File: src/hdl/ofm_store_pkg.sv
// ********************
// shared widths, packed structs and the
// AXI4-Lite register map of the output
// feature map store path
// ********************
`default_nettype none

package ofm_store_pkg;

    localparam int dw = 32;                 // data and address width
    localparam int cw = 16;                 // tile coordinate and count width

    typedef struct packed {
        logic [cw-1:0] base_n;              // first output channel of the tile
        logic [cw-1:0] base_row;
        logic [cw-1:0] base_col;
        logic [dw-1:0] out_base;            // byte address of the output map
    } tile_cfg_t;

    typedef struct packed {
        logic [dw-1:0] addr;                // byte address of the first word
        logic [cw-1:0] len;                 // burst length in words
    } burst_cmd_t;

    typedef struct packed {
        logic [dw-1:0] addr;
        logic [dw-1:0] data;
    } mem_wr_t;

    localparam logic [dw-1:0] reg_ctrl     = 32'h00; // bit 0 starts a store
    localparam logic [dw-1:0] reg_status   = 32'h04; // bit 0 busy, bit 1 done
    localparam logic [dw-1:0] reg_base_n   = 32'h08;
    localparam logic [dw-1:0] reg_base_row = 32'h0C;
    localparam logic [dw-1:0] reg_base_col = 32'h10;
    localparam logic [dw-1:0] reg_out_base = 32'h14;
    localparam logic [dw-1:0] reg_tile_cnt = 32'h18; // completed tiles, read only

endpackage

`default_nettype wire

File: src/hdl/ofm_store_ctrl.sv
// ********************
// tile store sequencer: clips the tile at
// the map edges, forms row burst addresses
// and hands bursts to the write master
// ********************
`default_nettype none

module ofm_store_ctrl #(
    parameter int n  = 8,
    parameter int r  = 12,
    parameter int c  = 10,
    parameter int tn = 4,
    parameter int tr = 6,
    parameter int tc = 6,
    parameter int s  = 1,
    parameter int k  = 3
) (
    input  logic                          clk,
    input  logic                          rst,
    input  logic                          store_start,
    input  ofm_store_pkg::tile_cfg_t      cfg,
    input  logic                          fifo_empty,
    input  logic                          trans_done,
    input  logic [ofm_store_pkg::cw-1:0]  cnt_row,
    input  logic [ofm_store_pkg::cw-1:0]  cnt_ch,
    input  logic                          cnt_last,
    output logic                          store_done,
    output logic                          cnt_step,
    output logic [ofm_store_pkg::cw-1:0]  row_len,
    output logic [ofm_store_pkg::cw-1:0]  ch_len,
    output logic                          trans_start,
    output ofm_store_pkg::burst_cmd_t     cmd
);
    import ofm_store_pkg::*;

    localparam int row_step = ((tr + s - k) / s) * s;
    localparam int col_step = ((tc + s - k) / s) * s;
    localparam int r_step   = ((r + s - k) / s) * s;

    typedef enum logic [2:0] {st_idle, st_wait, st_config, st_trans, st_done} state_t;

    state_t        state;
    logic          is_last;
    logic [dw-1:0] word_off;

    assign cnt_step = state == st_config;  // one step per burst

    // word offset of the current row burst inside the output map
    assign word_off = (dw'(cfg.base_n) + dw'(cnt_ch)) * dw'(r * c)
                    + (dw'(cfg.base_row) + dw'(cnt_row)) * dw'(c)
                    + dw'(cfg.base_col);

    always_ff @(posedge clk or posedge rst) begin
        if (rst) begin
            state <= st_idle;
        end else begin
            case (state)
                st_idle:   if (store_start) state <= fifo_empty ? st_wait : st_config;
                st_wait:   if (!fifo_empty) state <= st_config;
                st_config: state <= st_trans;
                st_trans: begin
                    if (trans_done) begin
                        if (is_last)         state <= st_done;
                        else if (fifo_empty) state <= st_wait;
                        else                 state <= st_config;
                    end
                end
                default:   state <= st_idle; // done lasts one cycle
            endcase
        end
    end

    always_ff @(posedge clk or posedge rst) begin
        if (rst) begin
            ch_len      <= '0;
            row_len     <= '0;
            is_last     <= 1'b0;
            trans_start <= 1'b0;
            store_done  <= 1'b0;
        end else begin
            trans_start <= state == st_config;
            store_done  <= state == st_done;
            if (store_start && state == st_idle) begin
                ch_len  <= (cfg.base_n + cw'(tn) < cw'(n)) ? cw'(tn) : cw'(n) - cfg.base_n;
                row_len <= (cfg.base_row + cw'(row_step) <= cw'(r_step)) ?
                           cw'(row_step) : cw'(r_step) - cfg.base_row;
                is_last <= 1'b0;
            end else if (cnt_last) begin
                is_last <= 1'b1;            // final burst of the tile is on its way
            end
        end
    end

    always_ff @(posedge clk) begin
        if (state == st_config) begin
            cmd.addr <= cfg.out_base + (word_off << 2);
            cmd.len  <= cw'(col_step);
        end
    end

    a_start_after_config: assert property (@(posedge clk) disable iff (rst)
        trans_start |-> $past(state == st_config));

endmodule

`default_nettype wire

File: src/hdl/ofm_store_fifo.sv
// ********************
// synchronous store FIFO between the
// compute stream and the write master
// ********************
`default_nettype none

module ofm_store_fifo #(
    parameter int fifo_depth = 16
) (
    input  logic                          clk,
    input  logic                          rst,
    input  logic                          push,
    input  logic [ofm_store_pkg::dw-1:0]  push_data,
    output logic                          full,
    input  logic                          pop,
    output logic [ofm_store_pkg::dw-1:0]  pop_data,
    output logic                          empty
);
    import ofm_store_pkg::*;

    localparam int aw = $clog2(fifo_depth);

    logic [dw-1:0] mem [fifo_depth];
    logic [aw-1:0] wr_ptr;
    logic [aw-1:0] rd_ptr;
    logic [aw:0]   count;

    assign full     = count == (aw+1)'(fifo_depth);
    assign empty    = count == '0;
    assign pop_data = mem[rd_ptr];        // head word shows while not empty

    always_ff @(posedge clk or posedge rst) begin
        if (rst) begin
            wr_ptr <= '0;
            rd_ptr <= '0;
            count  <= '0;
        end else begin
            if (push) begin
                wr_ptr <= (wr_ptr == aw'(fifo_depth - 1)) ? '0 : wr_ptr + 1'b1;
            end
            if (pop) begin
                rd_ptr <= (rd_ptr == aw'(fifo_depth - 1)) ? '0 : rd_ptr + 1'b1;
            end
            count <= count + (aw+1)'(push) - (aw+1)'(pop);
        end
    end

    always_ff @(posedge clk) begin
        if (push) begin
            mem[wr_ptr] <= push_data;
        end
    end

    a_no_overflow: assert property (@(posedge clk) disable iff (rst) push |-> !full);
    a_no_underflow: assert property (@(posedge clk) disable iff (rst) pop |-> !empty);

endmodule

`default_nettype wire

File: src/hdl/ofm_store_regs.sv
// ********************
// AXI4-Lite register block: tile
// configuration, start pulse, busy and
// sticky done status, tile counter
// ********************
`default_nettype none

module ofm_store_regs (
    input  logic                            clk,
    input  logic                            rst,
    input  logic [ofm_store_pkg::dw-1:0]    awaddr,
    input  logic                            awvalid,
    output logic                            awready,
    input  logic [ofm_store_pkg::dw-1:0]    wdata,
    input  logic [ofm_store_pkg::dw/8-1:0]  wstrb,
    input  logic                            wvalid,
    output logic                            wready,
    output logic [1:0]                      bresp,
    output logic                            bvalid,
    input  logic                            bready,
    input  logic [ofm_store_pkg::dw-1:0]    araddr,
    input  logic                            arvalid,
    output logic                            arready,
    output logic [ofm_store_pkg::dw-1:0]    rdata,
    output logic [1:0]                      rresp,
    output logic                            rvalid,
    input  logic                            rready,
    output ofm_store_pkg::tile_cfg_t        cfg,
    output logic                            store_start,
    input  logic                            store_done,
    output logic                            done
);
    import ofm_store_pkg::*;

    localparam logic [1:0] resp_okay   = 2'b00;
    localparam logic [1:0] resp_slverr = 2'b10;

    logic          wr_en;
    logic          rd_en;
    logic          busy;
    logic [dw-1:0] tile_cnt;

    // byte lane merge of a register write
    function automatic logic [dw-1:0] merge(input logic [dw-1:0] old,
                                            input logic [dw-1:0] din,
                                            input logic [dw/8-1:0] strb);
        logic [dw-1:0] res;
        res = old;
        for (int i = 0; i < dw/8; i++) begin
            if (strb[i]) begin
                res[8*i +: 8] = din[8*i +: 8];
            end
        end
        return res;
    endfunction

    function automatic logic mapped(input logic [dw-1:0] a);
        return a inside {reg_ctrl, reg_status, reg_base_n, reg_base_row,
                         reg_base_col, reg_out_base, reg_tile_cnt};
    endfunction

    assign wr_en   = awvalid && wvalid && !bvalid; // address and data taken together
    assign awready = wr_en;
    assign wready  = wr_en;
    assign rd_en   = arvalid && !rvalid;
    assign arready = !rvalid;

    always_ff @(posedge clk or posedge rst) begin
        if (rst) begin
            bvalid <= 1'b0;
            bresp  <= resp_okay;
        end else if (wr_en) begin
            bvalid <= 1'b1;
            bresp  <= mapped(awaddr) ? resp_okay : resp_slverr;
        end else if (bready) begin
            bvalid <= 1'b0;
        end
    end

    always_ff @(posedge clk or posedge rst) begin
        if (rst) begin
            cfg <= '0;
        end else if (wr_en) begin
            case (awaddr)
                reg_base_n:   cfg.base_n   <= cw'(merge(dw'(cfg.base_n), wdata, wstrb));
                reg_base_row: cfg.base_row <= cw'(merge(dw'(cfg.base_row), wdata, wstrb));
                reg_base_col: cfg.base_col <= cw'(merge(dw'(cfg.base_col), wdata, wstrb));
                reg_out_base: cfg.out_base <= merge(cfg.out_base, wdata, wstrb);
                default: ;
            endcase
        end
    end

    // start only when idle, a pending pulse counts as busy
    always_ff @(posedge clk or posedge rst) begin
        if (rst) begin
            store_start <= 1'b0;
            busy        <= 1'b0;
            done        <= 1'b0;
            tile_cnt    <= '0;
        end else begin
            store_start <= wr_en && awaddr == reg_ctrl && wstrb[0] && wdata[0]
                           && !busy && !store_start;
            if (store_start) begin
                busy <= 1'b1;
                done <= 1'b0;
            end else if (store_done) begin
                busy     <= 1'b0;
                done     <= 1'b1;           // sticky until the next start
                tile_cnt <= tile_cnt + 1'b1;
            end
        end
    end

    always_ff @(posedge clk or posedge rst) begin
        if (rst) begin
            rvalid <= 1'b0;
            rresp  <= resp_okay;
            rdata  <= '0;
        end else if (rd_en) begin
            rvalid <= 1'b1;
            rresp  <= mapped(araddr) ? resp_okay : resp_slverr;
            case (araddr)
                reg_status:   rdata <= dw'({done, busy});
                reg_base_n:   rdata <= dw'(cfg.base_n);
                reg_base_row: rdata <= dw'(cfg.base_row);
                reg_base_col: rdata <= dw'(cfg.base_col);
                reg_out_base: rdata <= cfg.out_base;
                reg_tile_cnt: rdata <= tile_cnt;
                default:      rdata <= '0;  // ctrl and unmapped read as zero
            endcase
        end else if (rready) begin
            rvalid <= 1'b0;
        end
    end

    a_bvalid_hold: assert property (@(posedge clk) disable iff (rst)
        bvalid && !bready |=> bvalid);

endmodule

`default_nettype wire

File: src/hdl/ofm_store_top.sv
// ********************
// store path top level: register block,
// sequencer, tile counter, FIFO and
// write master
// ********************
`default_nettype none

module ofm_store_top #(
    parameter int n          = 8,
    parameter int r          = 12,
    parameter int c          = 10,
    parameter int tn         = 4,
    parameter int tr         = 6,
    parameter int tc         = 6,
    parameter int s          = 1,
    parameter int k          = 3,
    parameter int fifo_depth = 16
) (
    input  logic                            clk,
    input  logic                            rst,
    input  logic [ofm_store_pkg::dw-1:0]    awaddr,
    input  logic                            awvalid,
    output logic                            awready,
    input  logic [ofm_store_pkg::dw-1:0]    wdata,
    input  logic [ofm_store_pkg::dw/8-1:0]  wstrb,
    input  logic                            wvalid,
    output logic                            wready,
    output logic [1:0]                      bresp,
    output logic                            bvalid,
    input  logic                            bready,
    input  logic [ofm_store_pkg::dw-1:0]    araddr,
    input  logic                            arvalid,
    output logic                            arready,
    output logic [ofm_store_pkg::dw-1:0]    rdata,
    output logic [1:0]                      rresp,
    output logic                            rvalid,
    input  logic                            rready,
    input  logic                            ofm_valid,
    input  logic [ofm_store_pkg::dw-1:0]    ofm_data,
    output logic                            ofm_ready,
    output logic                            mem_wr_valid,
    output ofm_store_pkg::mem_wr_t          mem_wr,
    input  logic                            mem_wr_ready,
    output logic                            done
);
    import ofm_store_pkg::*;

    tile_cfg_t     cfg;
    burst_cmd_t    cmd;
    logic          store_start, store_done;
    logic          trans_start, trans_done;
    logic          fifo_full, fifo_empty, fifo_pop;
    logic [dw-1:0] fifo_data;
    logic          cnt_step, cnt_last;
    logic [cw-1:0] row_len, ch_len, cnt_row, cnt_ch;

    assign ofm_ready = !fifo_full;

    ofm_store_regs u_regs (
        .clk, .rst, .awaddr, .awvalid, .awready, .wdata, .wstrb, .wvalid, .wready,
        .bresp, .bvalid, .bready, .araddr, .arvalid, .arready, .rdata, .rresp,
        .rvalid, .rready, .cfg, .store_start, .store_done, .done
    );

    ofm_store_ctrl #(
        .n(n), .r(r), .c(c), .tn(tn), .tr(tr), .tc(tc), .s(s), .k(k)
    ) u_ctrl (
        .clk, .rst, .store_start, .cfg, .fifo_empty, .trans_done, .cnt_row, .cnt_ch,
        .cnt_last, .store_done, .cnt_step, .row_len, .ch_len, .trans_start, .cmd
    );

    ofm_tile_counter u_counter (
        .clk, .rst, .clear(store_done), .step(cnt_step), .row_max(row_len),
        .ch_max(ch_len), .cnt_row, .cnt_ch, .last(cnt_last)
    );

    ofm_store_fifo #(.fifo_depth(fifo_depth)) u_fifo (
        .clk, .rst, .push(ofm_valid && ofm_ready), .push_data(ofm_data),
        .full(fifo_full), .pop(fifo_pop), .pop_data(fifo_data), .empty(fifo_empty)
    );

    ofm_write_master u_wmst (
        .clk, .rst, .trans_start, .cmd, .trans_done, .fifo_pop, .fifo_data,
        .fifo_empty, .mem_wr_valid, .mem_wr, .mem_wr_ready
    );

endmodule

`default_nettype wire

File: src/hdl/ofm_tile_counter.sv
// ********************
// row inside channel counter for
// the bursts of one tile
// ********************
`default_nettype none

module ofm_tile_counter (
    input  logic                          clk,
    input  logic                          rst,
    input  logic                          clear,
    input  logic                          step,
    input  logic [ofm_store_pkg::cw-1:0]  row_max,
    input  logic [ofm_store_pkg::cw-1:0]  ch_max,
    output logic [ofm_store_pkg::cw-1:0]  cnt_row,
    output logic [ofm_store_pkg::cw-1:0]  cnt_ch,
    output logic                          last
);

    logic row_end;
    logic ch_end;

    assign row_end = cnt_row == row_max - 1'b1;
    assign ch_end  = cnt_ch == ch_max - 1'b1;
    assign last    = step && row_end && ch_end; // final burst is being stepped

    always_ff @(posedge clk or posedge rst) begin
        if (rst) begin
            cnt_row <= '0;
            cnt_ch  <= '0;
        end else if (clear) begin
            cnt_row <= '0;
            cnt_ch  <= '0;
        end else if (step) begin
            if (row_end) begin
                cnt_row <= '0;
                cnt_ch  <= ch_end ? '0 : cnt_ch + 1'b1;
            end else begin
                cnt_row <= cnt_row + 1'b1;
            end
        end
    end

endmodule

`default_nettype wire

File: src/hdl/ofm_write_master.sv
// ********************
// burst writer from the store FIFO
// to the memory write port
// ********************
`default_nettype none

module ofm_write_master (
    input  logic                          clk,
    input  logic                          rst,
    input  logic                          trans_start,
    input  ofm_store_pkg::burst_cmd_t     cmd,
    output logic                          trans_done,
    output logic                          fifo_pop,
    input  logic [ofm_store_pkg::dw-1:0]  fifo_data,
    input  logic                          fifo_empty,
    output logic                          mem_wr_valid,
    output ofm_store_pkg::mem_wr_t        mem_wr,
    input  logic                          mem_wr_ready
);
    import ofm_store_pkg::*;

    logic          active;
    logic [dw-1:0] addr;
    logic [cw-1:0] remain;                 // words still to write

    assign mem_wr_valid = active && !fifo_empty;
    assign fifo_pop     = mem_wr_valid && mem_wr_ready;
    assign mem_wr.addr  = addr;
    assign mem_wr.data  = fifo_data;

    always_ff @(posedge clk or posedge rst) begin
        if (rst) begin
            active     <= 1'b0;
            trans_done <= 1'b0;
            addr       <= '0;
            remain     <= '0;
        end else begin
            trans_done <= 1'b0;
            if (trans_start) begin
                active <= 1'b1;
                addr   <= cmd.addr;
                remain <= cmd.len;
            end else if (fifo_pop) begin
                addr   <= addr + dw'(4);
                remain <= remain - 1'b1;
                if (remain == cw'(1)) begin
                    active     <= 1'b0;
                    trans_done <= 1'b1;     // last beat taken
                end
            end
        end
    end

    a_addr_stable: assert property (@(posedge clk) disable iff (rst)
        mem_wr_valid && !mem_wr_ready |=> $stable(mem_wr.addr));

endmodule

`default_nettype wire

File: config.mk
export PLATFORM = sky130hd
export DESIGN_NAME = ofm_store_top
export DESIGN_NICKNAME = d
export VERILOG_FILES = /design/src/hdl/ofm_store_pkg.sv /design/src/hdl/ofm_store_ctrl.sv /design/src/hdl/ofm_store_fifo.sv /design/src/hdl/ofm_store_regs.sv /design/src/hdl/ofm_store_top.sv /design/src/hdl/ofm_tile_counter.sv /design/src/hdl/ofm_write_master.sv
export SDC_FILE = /design/constraint.sdc
export NUM_CORES = 1
export LEC_CHECK = 0
export CELL_PAD_IN_SITES_DETAIL_PLACEMENT = 0
export CELL_PAD_IN_SITES_GLOBAL_PLACEMENT = 1
export CORE_UTILIZATION = 58
export CTS_CLUSTER_DIAMETER = 60
export DETAILED_ROUTE_END_ITERATION = 16
export DONT_BUFFER_PORTS = 1
export PLACE_DENSITY_LB_ADDON = 0.1
export SLEW_MARGIN = 5
export SYNTH_ARGS = -nofsm -noshare
export SYNTH_HDL_FRONTEND = slang
export SYNTH_SLANG_ARGS = --single-unit
File: constraint.sdc
create_clock -name clk -period 23.9 [get_ports clk]
set_clock_uncertainty 0.2 [all_clocks]
set_input_delay 3.585 -clock clk [delete_from_list [all_inputs] [get_ports clk]]
set_output_delay 3.585 -clock clk [all_outputs]
set_load 0.03 [all_outputs]
* After elaboration in Yosys (flattened, before gate mapping)
Memory sizes are Yosys's and may differ from the RTL's. Cells that the tools add are included.
Word-level totals: output and inout bits 108, memories kept 1, input port bits 141, bits in registers 318, memory bits (writable) 512, logic and storage cells 176
Memory list:
- u_fifo.mem | words 16, bits a word 32, read ports 1, clocked after memory_dff 0, write ports 1, line ofm_store_fifo.sv:23 | logic [dw-1:0] mem [fifo_depth];
Operators by class: multiply operators 2, $add $sub $neg 20, multiplexer cells 42, bitwise gates (word level) 1, equal/unequal tests 25, reductions and logical operators 48, magnitude comparators 2
Operators with widths (count):
- $eq 32x5->1 const B | 6
- $pmux 32 s6 | 1
- $mux 16 | 11
- $eq 32x4->1 const B | 4
- $eq 32x3->1 const B | 2
- $logic_not 32->1 | 2
- $mux 32 | 2
- $sub 16x1->16 const B | 3
- $add 16x16->17 | 2
- $reduce_and 3->1 | 11
- $add 16x1->16 const B | 2
- $add 16x3->16 const B | 2
- $add 32x1->32 const B | 1
- $add 32x3->32 const B | 1
- $add 32x32->32 | 1
- $eq 16x16->1 | 2
- $mul 32x3->29 const B | 1
- $mul 32x4->27 const B | 1
- $sub 4x16->16 const A | 2
- $add 30x16->30 | 1
- $add 30x30->30 | 1
- $mux 1 | 18
- $eq 16x1->1 const B | 1
- $le 16x4->1 const B | 1
- 23 further kinds | 61

* Depth between registers and ports, before layout
Gate-level depths: netlist of the first run.
word-level depth 7, gate-level depth with buffers 40, gate-level depth less buffers 40

* Cells and area by module
A second synthesis of the first run with hierarchy kept.
Unflattened totals: cell total of the unflattened synthesis 3330, area, all modules 43197.7 µm²
By module, submodules not included:
- ofm_store_fifo | cells an instance 871, instances 1, sequential area each 15700.1 µm², area each 19972.9 µm²
- ofm_store_ctrl | cells an instance 1116, instances 1, sequential area each 1911.8 µm², area each 9823.2 µm²
- ofm_store_regs | cells an instance 588, instances 1, sequential area each 3778.6 µm², area each 6950.4 µm²
- ofm_tile_counter | cells an instance 410, instances 1, sequential area each 800.8 µm², area each 3405.8 µm²
- ofm_write_master | cells an instance 343, instances 1, sequential area each 1251.2 µm², area each 3035.4 µm²
- ofm_store_top | cells an instance 2, instances 1, sequential area each 0.0 µm², area each 10.0 µm²

* Least setup slack after synthesis of the first run
OpenSTA, ideal clock, no wires.
path kind input to output, from input port awvalid, to output port wready, stages on the path 3, path slack 15.934 ns, arrival time 4.181 ns, data required time 20.115 ns, buffers on the path 1, cell sequence nand3_1 > inv_1 > buf_4
On the way: longest elaborated chain between the ends 2
Ends and longest elaborated chain:
- from (decl) | line ofm_store_top.sv:22 | input logic awvalid,
- $logic_and 1x1->1 (2 in a row) | line ofm_store_regs.sv:62 | assign wr_en = awvalid && wvalid && !bvalid;
- to (decl) | line ofm_store_top.sv:27 | output logic wready,
Every way passes these cells.

* Worst setup path after layout of the first run
from register u_counter.cnt_ch[0] (netlist name), to register, netlist name u_ctrl.cmd[47]
On the way: longest elaborated chain between the ends 5
Ends and longest elaborated chain:
- from (decl) | line ofm_tile_counter.sv:15 | output logic [ofm_store_pkg::cw-1:0] cnt_ch,
- from (signal assigned) | line ofm_tile_counter.sv:36 | cnt_ch <= ch_end ? '0 : cnt_ch + 1'b1;
- $add 16x16->17 | line ofm_store_ctrl.sv:49 | assign word_off = (dw'(cfg.base_n) + dw'(cnt_ch)) * dw'(r * c)
- $mul 32x4->27 | line ofm_store_ctrl.sv:49
- $add 30x30->30 | line ofm_store_ctrl.sv:50 | + (dw'(cfg.base_row) + dw'(cnt_row)) * dw'(c)
- $add 30x16->30 | line ofm_store_ctrl.sv:51 | + dw'(cfg.base_col);
- $add 32x32->32 | line ofm_store_ctrl.sv:96 | cmd.addr <= cfg.out_base + (word_off << 2);
Every way passes these cells. A chain may end at the register's enable or synchronous reset.

==> results of run 1 <==
-- metal layers --
layer  up-vias  wire (um)  GRT usage (%)
li1      11600          -              -
met1     13400      41000           37.2
met2       978      56800           53.3
met3       216       8420           6.34
met4         2       3480           10.4
met5         -         13              0
-- placed cells by master (no fill, tap or decap), drive strengths merged, types with 80 or more instances in the layout --
cell type and count:
ha 170, nand2 185, xnor2 169, edfxtp 544, dfrtp 284, xor2 80
mux2 84, o21ai 181, mux4 160, a21oi 101, clkbuf 106, inv 142
nor2 161
-- flip-flops by register name, indices dropped and copies added, names as in the netlist, 3 cells and up --
| signal | cells |
|---|---|
| u_ctrl.state | 3 |
| u_ctrl.row_len | 16 |
| u_ctrl.cmd | 32 |
| u_regs.rdata | 32 |
| u_fifo.wr_ptr | 4 |
| u_fifo.rd_ptr | 4 |
| u_fifo.count | 5 |
| u_fifo.mem | 512 |
| u_ctrl.ch_len | 16 |
| u_regs.tile_cnt | 32 |
| u_counter.cnt_row | 16 |
| u_wmst.addr | 32 |
| u_regs.cfg | 80 |
| u_wmst.remain | 16 |
| u_counter.cnt_ch | 16 |
-- power breakdown --
group | leakage, nW | switching [mW] | internal, mW
Clock | 1.43 | 0.595 | 0.791
Sequential | 8.69 | 0.120 | 1.64
Combinational | 7.69 | 0.457 | 0.331
Total | 17.8 | 1.17 | 2.77
-- cell usage after synthesis (all sizes together), types with 53 or more instances --
cell / n / area, um^2
mux2: 84 / 946
a21oi: 101 / 505
clkbuf: 81 / 305
inv: 136 / 510
xor2: 80 / 701
nand2: 185 / 694
nor2: 161 / 604
ha: 170 / 2130
dfrtp: 284 / 7110
o21ai: 181 / 906
xnor2: 169 / 1480
edfxtp: 544 / 16300
nand3: 53 / 265
mux4: 160 / 3600
-- layout make-up --
cell class,count,area (um^2)
fill,5091,24900
sequential,828,23500
multi-input combinational,1989,17100
clock buffer,106,2330
tap,940,1180
clock inverter,56,597
inverter,137,522
timing repair buffer,39,293
-- worst max path at each step --
stage | to | cells after the start | startpoint | slack (ns)
floorplan | u_counter.cnt_ch[0] | 1 | rst | 12.28
global placement | u_ctrl.cmd[47] | 29 | u_counter.cnt_ch[0] | 15.23
detailed placement | u_ctrl.cmd[47] | 29 | u_counter.cnt_ch[0] | 14.93
CTS | u_ctrl.cmd[47] | 29 | u_counter.cnt_ch[0] | 14.87
global route | u_ctrl.cmd[47] | 38 | u_counter.cnt_ch[0] | 14.17
finish | u_ctrl.cmd[47] | 29 | u_counter.cnt_ch[0] | 14.94
-- worst max-delay path, delay by kind of cell (launching register included) --
family / cells / cell delay (ns)
adders and majority gates: 8 / 3.02
AOI/OAI and AO/OA: 8 / 2.48
and+or+nand+nor: 7 / 1.61
buffers and inverters: 3 / 0.24
xor gates and xnor gates: 3 / 0.70
DFF: 1 / 0.43
-- stage by stage --
step / utilization (%) / setup WS (ns) / area [um^2] / hold WS [ns] / std cells
after floorplan: - / 12.28 / 41400 / 0.230 / 3065
after global placement: 60.5 / 15.23 / 42600 / 0.244 / 3933
after detailed placement: 60.5 / 14.93 / 42600 / 0.248 / 3933
after CTS: 64.6 / 14.87 / 45500 / 0.265 / 4095
after global routing: 64.6 / 14.17 / 45500 / 0.279 / 4095
final: 64.6 / 14.94 / 45500 / 0.261 / 4095
-- cells by family (layout without fill, tap and decap cells) --
kind of cell / after synthesis / in the layout / synth area share, %
AND/OR/NAND/NOR: 720 / 720 / 8.77
flip-flops: 828 / 828 / 56.6
adder cells (fa/ha/maj): 214 / 214 / 7.16
multiplexers: 265 / 265 / 11.5
buffers and inverters: 248 / 338 / 2.31
other: 1 / 3 / 0.00905
AO/OA/AOI/OAI: 537 / 537 / 8.35
XOR/XNOR: 250 / 250 / 5.32
==> flow_summary.ini, run 1 <==
[logic_synthesis]
synth_cell_types = 80
ys_warn_count = 0
yosys_register_bits = 828
ys_seq_area_share_pct = 56.6
synth_edf_count = 544
synth_top_flop_cell = edfxtp_1
synth_cells = 3063
synth-async-reset-ratio_pct = 34.3
syn-cell-area_um2 = 41400
synth.avg_cell_area_um2 = 13.5

[worst_hold_path]
min_path_type = register to register
worstHoldEndpoint = u_wmst.addr[10]
holdCritStartpoint = u_ctrl.cmd[26]
min_delay_path_depth = 2

[floorplan]
io_pins = 249
die_w_um = 269
core_um2 = 70400
die_h_um = 269
fp-row-count = 97
start_util_pct = 58.9
die-area_um2 = 72500

[setup_path]
crit_arrival_ns = 9.13
crit_type = register to register
required_ns = 24.08
reg2reg_to = u_ctrl.cmd[47]
end_kind = register
cp_slowest_cell = fa_1
slowest_delay_ns = 0.51
critPathMaxFanout = 5
rr_startpoint = u_counter.cnt_ch[0]
r2r_setup_slack_ns = 14.94
ff2ff_path_depth = 29
crit_top_cell = ha_1
cp-start-kind = register

[status]
status = finished, final reports clean

[run]
cap_violations = 0

[global_route]
antenna_found_initial = 3
grtUsageTotal_pct = 30.3
grt_pass1_wl_mm = 166
grt.overflow.total = 0
grt_pass1_vias = 26700
grt_max_degree = 81

[detailed_routing]
vias = 26200
via_per_inst = 6.40
wl_per_cell_um = 26.8
ant_nets = 0
drtIter0Drc = 2319
drt_wl_total_mm = 110
drc = 0
firstDrtPassIters = 6

[timing]
fin_tns_setup_ns = 0
slew_headroom_pct = 15.2
fmax_mhz = 112
min_period_ns = 8.96
tightest_slew_ns = 1.27
finalHoldViolations = 0
rsz0062_at_grt = false
setup_viol = 0
drv_slew = 0
fin_crit_sh_pct = 37.5

[clocking]
clkTransAtPathRegs_ns = 0.06
cts_tree = yes
cts-root-buf = clkbuf_16
post_cts_buffers = 0
clkSinkCount = 828
cts_made_buffers = 87
ctsResizeCount = 0
clk_path_buf_depth = 3
h-tree-depth = 3
clk_latency_ns = 0.66
cts_hold_buf = 0

[cells_and_area]
nets = 3433
final_layout_size_suffix_gt1_share_pct = 14.8
area_growth_pct = 9.82
diodes = 0

[power]
total_power_mw = 3.94
p_leak_nw = 17.8
irDropWorstVdd_mv = 0.0976
power_density_nw_per_um2 = 86.6

[placed_design]
dp_hpwl_mm = 70.4
portBuffers = 0
gp_congestion = 0.915
No activity file was read; power rests on OpenSTA's default activity.
==> run 2, diff against run 1 <==
--- a/config.mk
+++ b/config.mk
@@ -7,7 +7,7 @@
 export LEC_CHECK = 0
 export CELL_PAD_IN_SITES_DETAIL_PLACEMENT = 0
 export CELL_PAD_IN_SITES_GLOBAL_PLACEMENT = 1
-export CORE_UTILIZATION = 58
+export CORE_UTILIZATION = 48
 export CTS_CLUSTER_DIAMETER = 60
 export DETAILED_ROUTE_END_ITERATION = 16
 export DONT_BUFFER_PORTS = 1
==> constraint.sdc (replaced) <==
create_clock -name clk -period 7.9 [get_ports clk]
set_clock_uncertainty 0.2 [all_clocks]
set_input_delay 1.185 -clock clk [delete_from_list [all_inputs] [get_ports clk]]
set_output_delay 1.185 -clock clk [all_outputs]
set_load 0.03 [all_outputs]
==> run 2 against run 1 <==
Against the previous run: final cell count increased by 11%; routed wire length down 0.74%; via count grew 0.61%; global-route usage fell by 5.3 points; combinational power grew to 3.0 times the previous value; final area rose by 6.4%.
==> flow_summary.ini, run 2 (synthesized netlist as in run 1, its figures left out) <==
[status]
status = finished, final reports clean

[clocking]
h-tree-depth = 3
clkSinkCount = 828
cts-root-buf = clkbuf_16
cts_hold_buf = 0
clkTransAtPathRegs_ns = 0.06
cts_tree = yes
cts_made_buffers = 96
clk_latency_ns = 0.67
clk_path_buf_depth = 3

[detailed_routing]
top_layer_used = met5
ant_nets = 0
via_per_inst = 5.81
routed-wl-met2_mm = 56.3
routedLengthMet1_mm = 43.6
vias = 26400
met3_length_mm = 6.43
drtIter0Drc = 1466
wl_per_cell_um = 24.0
firstDrtPassIters = 5
drc = 0
drt_wl_total_mm = 109

[setup_path]
ff2ff_path_depth = 39
critPathTopFamily = compound AO/OA/AOI/OAI gates
cp_num_buf_inv = 4
cp_slowest_cell = fa_1
crit_type = register to register
crit_top_cell = ha_4
required_ns = 8.10
crit_cells = 39
cp-start-kind = register
end_kind = register
crit_arrival_ns = 8.06
critPathMaxFanout = 3
slowest_delay_ns = 0.50

[global_route]
grtUsageTotal_pct = 25.0
antenna_found_initial = 4
grt_pass1_vias = 27200
grt_max_degree = 156
grt.overflow.total = 0
grt_pass1_wl_mm = 164

[floorplan]
start_util_pct = 48.6
fp-row-count = 107
die_h_um = 296
die_w_um = 296
io_pins = 249
core_um2 = 85300
die-area_um2 = 87500

[cells_and_area]
area_growth_pct = 16.9
final_layout_size_suffix_gt1_share_pct = 23.9
top_register = u_fifo.mem
layout_commonest_cell = edfxtp_1
post-route-util_pct = 56.8
largest_reg_flops = 512
nets = 3670
top_regs = u_fifo.mem (512), u_regs.cfg (80)
final_cell_mix = edfxtp_1 (544), dfrtp_1 (279), buf_4 (261)

[timing]
min_period_ns = 7.85
rsz0062_at_grt = true
tightest_slew_ns = 1.26
finalHoldViolations = 0
drv_slew = 0
setup_viol = 0
slew_headroom_pct = 15.8
fmax_mhz = 127
fin_crit_sh_pct = 99.4

[placed_design]
dp_hpwl_mm = 74.9
gp_congestion = 0.894
portBuffers = 0

[power]
irDropWorstVdd_mv = 0.176
p_leak_nw = 19.1
total_power_mw = 12.0
power_density_nw_per_um2 = 248

[run]
cap_violations = 0

[worst_hold_path]
min_path_type = input pin to asynchronous set/reset pin
[run 2: cell types whose count changed in the layout (fill, tap and decap cells not counted), moves of 9 or more]
cell	before	now
ha_4	0	11
clkbuf_16	89	98
o21ai_1	0	9
ha_1	170	157
xnor2_1	169	157
a21oi_1	101	84
o21ai_0	181	165
a21oi_2	0	16
xnor2_2	0	12
buf_4	39	261
clkinv_2	18	9
[run 2: timing repair]
action / 4_1_cts / 5_1_grt
buffers inserted: 1 / 13
pin swaps: 8 / 69
cloned: 0 / 0
gates resized for setup: 37 / 112
setup endpoints to repair: 6 / 10
[run 2: report_power, final]
group	switching, mW	internal (mW)
logic	1.33	0.996
clock network	1.81	2.59
registers	0.316	4.97
total	3.46	8.56
[run 2: final timing paths]
| path | startpoint | end | slack [ns] |
|---|---|---|---|
| worst max register to register | u_counter.cnt_ch[0] | u_ctrl.cmd[46] | 0.05 |
| worst min-delay path | rst | u_ctrl.trans_start | 0.20 |
| worst max-delay path | u_counter.cnt_ch[0] | u_ctrl.cmd[46] | 0.05 |
| max in group asynchronous | rst | u_ctrl.ch_len[10] | 5.62 |
| worst min register to register | u_ctrl.cmd[30] | u_wmst.addr[14] | 0.26 |
| min in group clk | u_ctrl.cmd[30] | u_wmst.addr[14] | 0.26 |
[run 2: layout make-up]
class / count / area, um^2
fill: 6909 / 36900
sequential: 828 / 23500
multi-input combinational: 1989 / 17800
clock buffer: 125 / 2630
timing repair buffer: 267 / 2040
tap: 1144 / 1430
clock inverter: 48 / 531
inverter: 137 / 518
antenna: 2 / 5.00
[run 2: stage by stage]
step | instance area, um^2 | setup TNS, ns | hold slack, ns | cells | setup slack (ns)
after floorplan | 41400 | 0 | 0.230 | 3065 | 0.0176
after global placement | 44500 | -0.531 | 0.248 | 4351 | -0.140
after detailed placement | 44500 | -0.790 | 0.256 | 4351 | -0.205
after CTS | 47800 | 0 | 0.185 | 4525 | 0.00316
after global routing | 48400 | -1.69 | 0.221 | 4538 | -0.356
final | 48400 | 0 | 0.201 | 4540 | 0.0453
[run 2: layer usage]
metal / global-route usage [%] / vias to the layer above
met5: 0 / -
met4: 7.41 / 4
met3: 4.67 / 136
met2: 44.3 / 575
met1: 31.0 / 13600
li1: - / 12100
[run 2: worst reg2reg max path: cells and delay by family (launching register included)]
kind                       cells  cell delay [ns]
AOI/OAI and AO/OA             14             2.30
xor gates and xnor gates       4             0.71
adders and majority gates      8             2.28
buffers and inverters          4             0.31
DFF                            1             0.39
and+or+nand+nor                9             1.43
==> run 3, diff against run 2 <==
--- a/config.mk
+++ b/config.mk
@@ -11,6 +11,7 @@
 export CTS_CLUSTER_DIAMETER = 60
 export DETAILED_ROUTE_END_ITERATION = 16
 export DONT_BUFFER_PORTS = 1
+export GPL_TIMING_DRIVEN = 0
 export PLACE_DENSITY_LB_ADDON = 0.1
 export SLEW_MARGIN = 5
 export SYNTH_ARGS = -nofsm -noshare
==> run 3 against run 2 <==
Against the previous run: the flow now finishes with violations (setup timing); sequential power fell by 2%; final cell count fell by 0.90%; register-to-register slack got worse by 0.06 ns; routed wire length rose by 2.5%; via count rose by 0.17%; fmax fell by 0.78%; hold slack improved by 0.027 ns; sequential share of layout area rose by 0.32 points.
==> flow_summary.ini, run 3 (synthesized netlist as in run 1, its figures left out) <==
[detailed_routing]
drtIter0Drc = 1893
via_per_inst = 5.87
vias = 26400
drc = 0
ant_nets = 0
drt_wl_total_mm = 112
firstDrtPassIters = 7
wl_per_cell_um = 24.8

[setup_path]
crit_start = u_regs.cfg[64]
cp_slowest_cell = fa_1
required_ns = 8.11
crit_arrival_ns = 8.12
cp-start-kind = register
rr_startpoint = u_regs.cfg[64]
crit_type = register to register
critPathMaxFanout = 4
slowest_delay_ns = 0.52
end_kind = register

[floorplan]
io_pins = 249
start_util_pct = 48.6
die-area_um2 = 87500
core_um2 = 85300
die_h_um = 296
fp-row-count = 107
die_w_um = 296

[global_route]
grt_pass1_wl_mm = 165
grt_pass1_vias = 26400
grtUsageTotal_pct = 25.5
grt_max_degree = 39
antenna_found_initial = 6
grt.overflow.total = 0

[cells_and_area]
nets = 3626
largest_reg_flops = 512
final_layout_size_suffix_gt1_share_pct = 20.6
top_register = u_fifo.mem
post-route-util_pct = 56.4
area_growth_pct = 16.2
fin_area_um2 = 48100
top_regs = u_fifo.mem (512), u_regs.cfg (80)
layout_commonest_cell = edfxtp_1
final_cell_mix = edfxtp_1 (544), dfrtp_1 (272), nand2_1 (184)

[power]
power_density_nw_per_um2 = 252
p_leak_nw = 18.6
irDropWorstVdd_mv = 0.202

[clocking]
cts-root-buf = clkbuf_16
clkSinkCount = 828
cts_hold_buf = 0
h-tree-depth = 3
clkTransAtPathRegs_ns = 0.06
clk_path_buf_depth = 3
clk_latency_ns = 0.66
cts_made_buffers = 93
cts_tree = yes

[status]
violations = setup timing
status = finished, violations left

[timing]
tightest_slew_ns = 1.21
drv_slew = 0
slew_headroom_pct = 19.1
setup_viol = 2
finalHoldViolations = 0
rsz0062_at_grt = true
fmax_mhz = 126
min_period_ns = 7.92
fin_tns_setup_ns = -0.0297
fin_crit_sh_pct = 100
setup_ws_ns = -0.0162

[placed_design]
gp_congestion = 0.847
dpl-instance-area_um2 = 43700
portBuffers = 0
dp_hpwl_mm = 82.0

[worst_hold_path]
min_path_type = input pin to asynchronous set/reset pin

[run]
cap_violations = 0
run 3: power by group:
group          leakage [nW]  total (mW)  internal (mW)  switching (mW)
sequential             8.68        5.19           4.97           0.224
combinational          8.46        2.66           1.07            1.58
clock                  1.49        4.28           2.46            1.82
total                  18.6        12.1           8.51            3.63
run 3: worst max-delay path: cells and delay by family (launching register included):
family,cells,cell delay (ns)
AOI/OAI and AO/OA,14,2.69
xor gates and xnor gates,5,0.76
adders and majority gates,7,2.21
buffers and inverters,4,0.34
DFF,1,0.44
and+or+nand+nor,6,1.03
run 3: final cells by class:
class / instances / area (um^2)
Tap cell: 1144 / 1430
Sequential cell: 828 / 23500
Buffer: 110 / 440
Fill cell: 6908 / 37200
Multi-Input combinational cell: 1989 / 18000
Clock inverter: 47 / 484
Clock buffer: 123 / 2610
Inverter: 137 / 518
Antenna cell: 5 / 12.5
Timing Repair Buffer: 116 / 1160
run 3: final timing paths:
check,end,slack (ns),cells after the start
worst max-delay path,u_ctrl.cmd[46],-0.02,36
worst min-delay path,u_wmst.addr[1],0.23,1
worst max register to register,u_ctrl.cmd[46],-0.02,36
worst min register to register,u_wmst.addr[28],0.26,2
max in group asynchronous,u_counter.cnt_ch[2],5.59,6
min in group clk,u_wmst.addr[28],0.26,2
run 3: layer usage:
layer	routed length (um)	vias up	GRT usage, %
li1	-	12000	-
met1	44000	13500	31.4
met2	57400	694	44.7
met3	7470	152	5.55
met4	2840	0	7.68
met5	0	-	0
run 3: repair_timing:
action / CTS / global route
pin swaps: 71 / 45
setup buffers: 42 / 15
gates resized for setup: 128 / 52
endpoints found under the setup margin: 15 / 9
run 3: stage by stage:
step / setup slack [ns] / std cells / hold WS, ns / power, mW
2_1_floorplan: 0.0176 / 3065 / 0.230 / 7.17
3_3_place_gp: -1.41 / 4209 / 0.247 / 7.84
3_5_place_dp: -1.51 / 4268 / 0.249 / 7.98
4_1_cts: 0.000320 / 4479 / 0.208 / 12.3
5_1_grt: -0.324 / 4496 / 0.243 / 12.6
6_report: -0.0162 / 4499 / 0.228 / 12.1
